===== src/cart_loader_pkg.sv =====
package cart_loader_pkg;

	// ==================================================
	// Download stream
	// ==================================================

	typedef logic [15:0] word_t;
	typedef logic [24:0] dl_addr_t;
	typedef logic [7:0]  dl_index_t;

	// All-ones file index carries cheat codes
	localparam dl_index_t CODE_INDEX = 8'hFF;

	// ==================================================
	// Cartridge header
	// ==================================================

	typedef logic [23:0] mask_t;
	typedef logic [3:0]  size_code_t;
	typedef logic [7:0]  rom_type_t;
	typedef logic [2:0]  header_mode_t;
	typedef logic [1:0]  region_sel_t;

	localparam header_mode_t HDR_AUTO    = 3'd0;
	localparam header_mode_t HDR_NONE    = 3'd1;
	localparam header_mode_t HDR_LOROM   = 3'd2;
	localparam header_mode_t HDR_HIROM   = 3'd3;
	localparam header_mode_t HDR_EXHIROM = 3'd4;

	localparam region_sel_t REGION_AUTO = 2'd0;

	// Copier header sits in front of the ROM image
	localparam dl_addr_t COPIER_HDR_BYTES  = 25'h200;

	// ROM size word per mapping; RAM size word is two bytes above
	localparam dl_addr_t LOROM_INFO_ADDR   = 25'h007FD6 + COPIER_HDR_BYTES;
	localparam dl_addr_t HIROM_INFO_ADDR   = 25'h00FFD6 + COPIER_HDR_BYTES;
	localparam dl_addr_t EXHIROM_INFO_ADDR = 25'h40FFD6 + COPIER_HDR_BYTES;

	localparam size_code_t DEFAULT_ROM_SIZE = 4'hC;
	localparam mask_t      MASK_UNIT        = 24'd1024;

	// ==================================================
	// Cheat codes and work-RAM fill
	// ==================================================

	// {strobe, flags, address, compare, replace}
	typedef logic [128:0] cheat_code_t;

	typedef logic [16:0] fill_addr_t;
	typedef logic [1:0]  fill_sel_t;

	localparam fill_sel_t FILL_SNES1 = 2'd0;
	localparam fill_sel_t FILL_SNES2 = 2'd1;
	localparam fill_sel_t FILL_55    = 2'd2;
	localparam fill_sel_t FILL_FF    = 2'd3;

endpackage


===== src/download_decode.sv =====
`timescale 1ns/1ps

module download_decode (
	input  logic                       clk_sys,
	input  logic                       RESET,
	input  logic                       dl_active,
	input  cart_loader_pkg::dl_index_t dl_index,
	output logic                       cart_dl,
	output logic                       code_dl,
	output logic                       cart_start
);

	import cart_loader_pkg::*;

	logic code_index;
	logic cart_dl_q;

	// Cheat files use the reserved index, everything else is a cartridge
	assign code_index = (dl_index == CODE_INDEX);
	assign code_dl    = dl_active & code_index;
	assign cart_dl    = dl_active & ~code_index;

	// Previous cartridge state for the start edge
	always_ff @(posedge clk_sys) begin
		if (RESET) begin
			cart_dl_q <= 1'b0;
		end else begin
			cart_dl_q <= cart_dl;
		end
	end

	// First cycle of a cartridge download
	assign cart_start = cart_dl & ~cart_dl_q;

endmodule


===== src/rom_header_parse.sv =====
`timescale 1ns/1ps

module rom_header_parse (
	input  logic                          clk_sys,
	input  logic                          RESET,
	input  logic                          cart_dl,
	input  logic                          dl_wr,
	input  cart_loader_pkg::dl_addr_t     dl_addr,
	input  cart_loader_pkg::word_t        dl_data,
	input  cart_loader_pkg::header_mode_t header_mode,
	input  cart_loader_pkg::region_sel_t  region_sel,
	output cart_loader_pkg::rom_type_t    rom_type,
	output cart_loader_pkg::mask_t        rom_mask,
	output cart_loader_pkg::mask_t        ram_mask,
	output logic                          pal
);

	import cart_loader_pkg::*;

	size_code_t rom_size;
	size_code_t ram_size;
	logic       rom_region;
	dl_addr_t   info_addr;
	logic       info_en;
	logic       hdr_wr;

	assign hdr_wr = cart_dl & dl_wr;

	// ==================================================
	// Info word location for the forced mappings
	// ==================================================

	always_comb begin
		info_en   = 1'b1;
		info_addr = '0;
		case (header_mode)
			HDR_LOROM:   info_addr = LOROM_INFO_ADDR;
			HDR_HIROM:   info_addr = HIROM_INFO_ADDR;
			HDR_EXHIROM: info_addr = EXHIROM_INFO_ADDR;
			default:     info_en   = 1'b0;
		endcase
	end

	// ==================================================
	// Header capture
	// ==================================================

	always_ff @(posedge clk_sys) begin
		if (RESET) begin
			rom_size   <= DEFAULT_ROM_SIZE;
			ram_size   <= '0;
			rom_type   <= '0;
			rom_region <= 1'b0;
		end else if (hdr_wr) begin
			if (dl_addr == '0) begin
				// Auto mode reads sizes packed into the first byte
				if (header_mode == HDR_AUTO && dl_data[7:0] != 8'h00) begin
					{ram_size, rom_size} <= dl_data[7:0];
				end else begin
					rom_size <= DEFAULT_ROM_SIZE;
					ram_size <= '0;
				end

				case (header_mode)
					HDR_NONE,
					HDR_LOROM:   rom_type <= 8'd0;
					HDR_HIROM:   rom_type <= 8'd1;
					HDR_EXHIROM: rom_type <= 8'd2;
					default:     rom_type <= dl_data[15:8];
				endcase
			end

			if (dl_addr == 25'd2) begin
				rom_region <= dl_data[8];
			end

			if (info_en && dl_addr == info_addr) begin
				rom_size <= dl_data[11:8];
			end
			if (info_en && dl_addr == info_addr + 25'd2) begin
				ram_size <= dl_data[3:0];
			end
		end
	end

	// Masks follow the registered size codes
	assign rom_mask = (MASK_UNIT << rom_size) - 1'b1;
	assign ram_mask = (ram_size != '0) ? (MASK_UNIT << ram_size) - 1'b1 : '0;

	// Video standard only switches outside a download
	always_ff @(posedge clk_sys) begin
		if (RESET) begin
			pal <= 1'b0;
		end else if (!cart_dl) begin
			pal <= (region_sel == REGION_AUTO) ? rom_region : region_sel[1];
		end
	end

endmodule


===== src/cheat_code_assemble.sv =====
`timescale 1ns/1ps

module cheat_code_assemble (
	input  logic                         clk_sys,
	input  logic                         RESET,
	input  logic                         code_dl,
	input  logic                         dl_wr,
	input  cart_loader_pkg::dl_addr_t    dl_addr,
	input  cart_loader_pkg::word_t       dl_data,
	output cart_loader_pkg::cheat_code_t cheat_code,
	output logic                         code_valid
);

	import cart_loader_pkg::*;

	logic [127:0] code_body;
	logic         code_strobe;

	// Strobe stays high only for the cycle after the last word
	always_ff @(posedge clk_sys) begin
		if (RESET) begin
			code_strobe <= 1'b0;
		end else begin
			code_strobe <= code_dl & dl_wr & (dl_addr[3:0] == 4'd14);
		end
	end

	// Word slots within a 16-byte record
	always_ff @(posedge clk_sys) begin
		if (code_dl && dl_wr) begin
			case (dl_addr[3:0])
				4'd0:  code_body[111:96]  <= dl_data;
				4'd2:  code_body[127:112] <= dl_data;
				4'd4:  code_body[79:64]   <= dl_data;
				4'd6:  code_body[95:80]   <= dl_data;
				4'd8:  code_body[47:32]   <= dl_data;
				4'd10: code_body[63:48]   <= dl_data;
				4'd12: code_body[15:0]    <= dl_data;
				// Replace high word closes the record
				4'd14: code_body[31:16]   <= dl_data;
				default: ;
			endcase
		end
	end

	assign cheat_code = cheat_code_t'({code_strobe, code_body});
	assign code_valid = code_strobe;

endmodule


===== src/ram_clear_fill.sv =====
`timescale 1ns/1ps

module ram_clear_fill (
	input  logic                        clk_sys,
	input  logic                        RESET,
	input  logic                        cart_dl,
	input  logic                        cart_start,
	input  cart_loader_pkg::fill_sel_t  fill_sel,
	output cart_loader_pkg::fill_addr_t fill_addr,
	output logic [7:0]                  fill_data,
	output logic                        fill_we,
	output logic                        clearing,
	output logic                        core_hold
);

	import cart_loader_pkg::*;

	// ==================================================
	// Address sweep
	// ==================================================

	always_ff @(posedge clk_sys) begin
		if (RESET) begin
			clearing  <= 1'b0;
			fill_addr <= '0;
		end else if (cart_start) begin
			clearing  <= 1'b1;
			fill_addr <= '0;
		end else if (clearing) begin
			fill_addr <= fill_addr + 1'b1;
			// Last write lands at the top address
			if (&fill_addr) begin
				clearing <= 1'b0;
			end
		end
	end

	assign fill_we = clearing;

	// Power-on patterns of the different console revisions
	always_comb begin
		case (fill_sel)
			FILL_SNES1: fill_data = (fill_addr[9] ^ fill_addr[0]) ? 8'hFF : 8'h00;
			FILL_SNES2: fill_data = (fill_addr[8] ^ fill_addr[2]) ? 8'h66 : 8'h99;
			FILL_55:    fill_data = 8'h55;
			FILL_FF:    fill_data = 8'hFF;
			default:    fill_data = 8'hFF;
		endcase
	end

	// Core waits for both the image and the clean work RAM
	assign core_hold = RESET | cart_dl | clearing;

endmodule


===== src/cart_loader_top.sv =====
`timescale 1ns/1ps

module cart_loader_top (
	input  logic                          clk_sys,
	input  logic                          RESET,
	input  logic                          dl_active,
	input  cart_loader_pkg::dl_index_t    dl_index,
	input  cart_loader_pkg::dl_addr_t     dl_addr,
	input  cart_loader_pkg::word_t        dl_data,
	input  logic                          dl_wr,
	input  cart_loader_pkg::header_mode_t header_mode,
	input  cart_loader_pkg::region_sel_t  region_sel,
	input  cart_loader_pkg::fill_sel_t    fill_sel,
	output cart_loader_pkg::rom_type_t    rom_type,
	output cart_loader_pkg::mask_t        rom_mask,
	output cart_loader_pkg::mask_t        ram_mask,
	output logic                          pal,
	output cart_loader_pkg::cheat_code_t  cheat_code,
	output logic                          code_valid,
	output cart_loader_pkg::fill_addr_t   fill_addr,
	output logic [7:0]                    fill_data,
	output logic                          fill_we,
	output logic                          clearing,
	output logic                          core_hold
);

	logic cart_dl;
	logic code_dl;
	logic cart_start;

	// ==================================================
	// Stream decode
	// ==================================================

	download_decode u_decode (
		.clk_sys    (clk_sys),
		.RESET      (RESET),
		.dl_active  (dl_active),
		.dl_index   (dl_index),
		.cart_dl    (cart_dl),
		.code_dl    (code_dl),
		.cart_start (cart_start)
	);

	// ==================================================
	// Header and cheat interpretation
	// ==================================================

	rom_header_parse u_header (
		.clk_sys     (clk_sys),
		.RESET       (RESET),
		.cart_dl     (cart_dl),
		.dl_wr       (dl_wr),
		.dl_addr     (dl_addr),
		.dl_data     (dl_data),
		.header_mode (header_mode),
		.region_sel  (region_sel),
		.rom_type    (rom_type),
		.rom_mask    (rom_mask),
		.ram_mask    (ram_mask),
		.pal         (pal)
	);

	cheat_code_assemble u_cheat (
		.clk_sys    (clk_sys),
		.RESET      (RESET),
		.code_dl    (code_dl),
		.dl_wr      (dl_wr),
		.dl_addr    (dl_addr),
		.dl_data    (dl_data),
		.cheat_code (cheat_code),
		.code_valid (code_valid)
	);

	// Work-RAM clear after each cartridge
	ram_clear_fill u_fill (
		.clk_sys    (clk_sys),
		.RESET      (RESET),
		.cart_dl    (cart_dl),
		.cart_start (cart_start),
		.fill_sel   (fill_sel),
		.fill_addr  (fill_addr),
		.fill_data  (fill_data),
		.fill_we    (fill_we),
		.clearing   (clearing),
		.core_hold  (core_hold)
	);

endmodule


===== config.mk =====
export PLATFORM = sky130hd
export DESIGN_NAME = cart_loader_top
export DESIGN_NICKNAME = d
export VERILOG_FILES = /design/src/cart_loader_pkg.sv /design/src/download_decode.sv /design/src/rom_header_parse.sv /design/src/cheat_code_assemble.sv /design/src/ram_clear_fill.sv /design/src/cart_loader_top.sv
export SDC_FILE = /design/constraint.sdc
export NUM_CORES = 1
export LEC_CHECK = 0
export BUFFER_PORTS_ARGS = -buffer_cell sky130_fd_sc_hd__buf_4
export CAP_MARGIN = 20
export CELL_PAD_IN_SITES_DETAIL_PLACEMENT = 1
export CELL_PAD_IN_SITES_GLOBAL_PLACEMENT = 2
export CORE_ASPECT_RATIO = 1.5
export CORE_MARGIN = 5
export CORE_UTILIZATION = 27
export CTS_CLUSTER_SIZE = 30
export DETAILED_ROUTE_END_ITERATION = 8
export PLACE_DENSITY_LB_ADDON = 0.1
export RECOVER_POWER = 25
export SLEW_MARGIN = 10
export SYNTH_ARGS = -nofsm -noshare
export SYNTH_HDL_FRONTEND = slang
export SYNTH_SLANG_ARGS = --single-unit

===== constraint.sdc =====
create_clock -name clk_sys -period 2.5 [get_ports clk_sys]
set_input_delay 0.25 -clock clk_sys [delete_from_list [all_inputs] [get_ports clk_sys]]
set_output_delay 0.25 -clock clk_sys [all_outputs]
set_load 0.02 [all_outputs]

==> impl_metrics.tcl <==
set metrics [dict create \
    outcome "complete, no violations" \
    n_fill_cell 2622 \
    setup_ws_ns 0.2184 \
    clkSinkCount 166 \
    ios 275 \
    hold_buffers 0 \
    setup_tns_ns 0 \
    worst_pin_slew_ns 0.6751 \
    routed_wl_um 21700 \
    slew_violations 0 \
    postRouteAntennaNets 0 \
    period_share 0.9127 \
    vias 4945 \
    detail_route.first_pass.iterations 4 \
    worstPathCellList "nor2_4 > nand2_1 > ha_1 > nand2b_1 > nor2_1 > a32o_1 > buf_4" \
    ys_async_sr_fraction 0 \
    max-clock-path-buffers 2 \
    peakVddDrop_uv 406.7 \
    cts_setup_buffers 0 \
    grt_pass1_wl_um 32970 \
    std_cell_rows 70 \
    viasPerCell 4.471 \
    crit_type "flip-flop to primary output" \
    ys_types 59 \
    hp-start "region_sel[1]" \
    final-seq-area_um2 4606 \
    pre_cts_slack_ns 0.1370 \
    drc 0 \
    hp-class "primary input to flip-flop" \
    r2r_start "u_fill.fill_addr[0]" \
    cp.arrival_ns 2.03 \
    maxCapViolations 0 \
    p_leak_nw 3.750 \
    wl_per_cell_um 19.62 \
    grt_max_degree 24 \
    yosysSeqAreaShare 0.6873 \
    required_ns 2.25 \
    clkTransAtPathRegs_ns 0.07 \
    die_area_um2 28130 \
    setup_viol 0 \
    syn_inst 507 \
    gp_congestion 0.7556 \
    drive_gt1_frac 0.4200 \
    p_per_area_nw_per_um2 605.3 \
    cts_tree "done" \
    synth_edf_count 128 \
    start_util 0.2741 \
    synth.avg_cell_area_um2 13.21 \
    max_slew_margin 0.5499 \
    synth_top_area_share 0.5738 \
    synth_ff_type "edfxtp_1" \
    slowest_delay_ns 0.42 \
    clock_latency_ns 0.43 \
    post-dp-hpwl_um 16450 \
    grt_pass1_vias 5404 \
    die_w_um 138.6 \
    portBuffers 264 \
    synthToLayoutAreaGrowth_pct 41.45 \
    synth_area_um2 6699 \
    fin_nets 832 \
    htreeDepth 4 \
    startpoint_type "flip-flop" \
    end_kind "primary output" \
    track_usage 0.1522 \
    cp_max_fo 9 \
    fmax_ghz 0.4383 \
    hold_viol_final 0 \
    fin_crit_ns 2.282 \
    final.setup_skew_ns 0.006886 \
    synth_common_cells "128 x edfxtp_1, 62 x nor2_1, 42 x nand2_1" \
    yosys.area.top_type "edfxtp_1" \
    slowest_stage "dfxtp_1" \
    synth_most_common_cell "edfxtp_1" \
    cts_root_buf "clkbuf_16" \
    die_h_um 202.9 \
    core_area_um2 24440 \
    initialDrtViolationCount 169 \
    synth-seq-cells 166 \
    crit_start "u_header.ram_size[0]" \
    synth_warnings 0 \
    antenna_found_initial 1 \
    rsz0062_at_grt "no" \
    overflow 0 \
    synth_area_leaders "edfxtp_1 57%, dfxtp_1 11%, nor2_1 3.5%, buf_4 2.9%, nand2_1 2.4%" \
    multi_input_area_um2 1829 \
    cts_made_buffers 17 \
]
## metal layers
| metal | up-vias | track usage | wire [µm] |
|---|---|---|---|
| li1 | 2323 | - | - |
| met1 | 2389 | 0.1758 | 8616 |
| met2 | 214 | 0.2640 | 10980 |
| met3 | 19 | 0.05514 | 1724 |
| met4 | 0 | 0.04790 | 382 |
| met5 | - | 0 | 0 |
## final cells by class
type | instances | share of cell area
repair buffers | 280 | 0.2155
inverters | 10 | 0.003961
multi-input cells | 293 | 0.1931
clock inverters | 15 | 0.01347
diodes | 1 | 0.0002641
well taps | 324 | 0.04278
flip-flops and latches | 166 | 0.4861
clock buffers | 17 | 0.04490
## flip-flops by register name, summed over array words and instances (netlist names)
register,cells
u_header.rom_type,8
u_header.rom_region,1
u_fill.clearing,1
u_fill.fill_addr,17
u_cheat.code_valid,1
u_decode.cart_dl_q,1
u_header.rom_size,4
u_header.ram_size,4
u_header.pal,1
u_cheat.code_body,128
## cell usage in the layout, fill, tap and decap left out, types with 14 or more instances in the layout
cell and instances:
a21oi_1 19, dfxtp_1 37, nor2_1 53, nor3_1 14, clkbuf_16 17, nand2_1 42, edfxtp_1 128, buf_4 264
clkbuf_1 16
## final timing paths
| path | endpoint | slack [ns] | cells past startpoint |
|---|---|---|---|
| hold reg to reg | u_header.rom_type[2] | 0.46 | 2 |
| hold / removal | u_header.pal | 0.17 | 3 |
| setup / recovery | ram_mask[20] | 0.22 | 7 |
| setup reg to reg | u_fill.fill_addr[14] | 0.67 | 6 |
## where the power goes
part	total, W	leakage [nW]	internal (W)	switching [W]
Sequential	0.00298	1.46	0.00297	0.00000849
Clock	0.00248	0.273	0.00138	0.00110
Combinational	0.000279	2.02	0.000104	0.000174
Total	0.00574	3.75	0.00445	0.00129
## stage by stage
stage | hold WS, ns | total power [W] | utilization | instance area [µm²] | std cells
2_1_floorplan | 0.3489 | 0.003181 | - | 6738 | 516
3_5_place_dp | 0.4516 | 0.003332 | 0.3666 | 8959 | 1073
4_1_cts | 0.04489 | 0.005827 | 0.3894 | 9515 | 1105
5_1_grt | 0.1668 | 0.005958 | 0.3877 | 9473 | 1105
3_3_place_gp | 0.4421 | 0.003324 | 0.3666 | 8959 | 1073
6_report | 0.1738 | 0.005736 | 0.3878 | 9475 | 1106
## cells by family (layout without fill, tap and decap cells)
logic type,Yosys count,count (layout),synth area share
buffers and inverters,57,322,0.05229
adder cells (fa/ha/maj),4,4,0.007471
flip-flops,166,166,0.6873
multiplexers,13,13,0.02055
AND/OR/NAND/NOR,182,182,0.1416
XOR/XNOR,19,19,0.02596
other,1,11,0.0005598
AO/OA/AOI/OAI,65,65,0.06425
## repair_timing
| action | 4_1_cts | 5_1_grt |
|---|---|---|
| gates resized for setup | 2 | 5 |
| cloned | 0 | 0 |
| endpoints found under the setup margin | 3 | 4 |
## worst max-delay path: cells and delay by family, from the launching register on
kind	cells	cell delay, ns
AND/OR/NAND/NOR	4	0.63
flip-flops	1	0.42
adder cells (fa/ha/maj)	1	0.22
AO/OA/AOI/OAI	1	0.19
buffers and inverters	1	0.14
(Power assumes the default switching activity.)
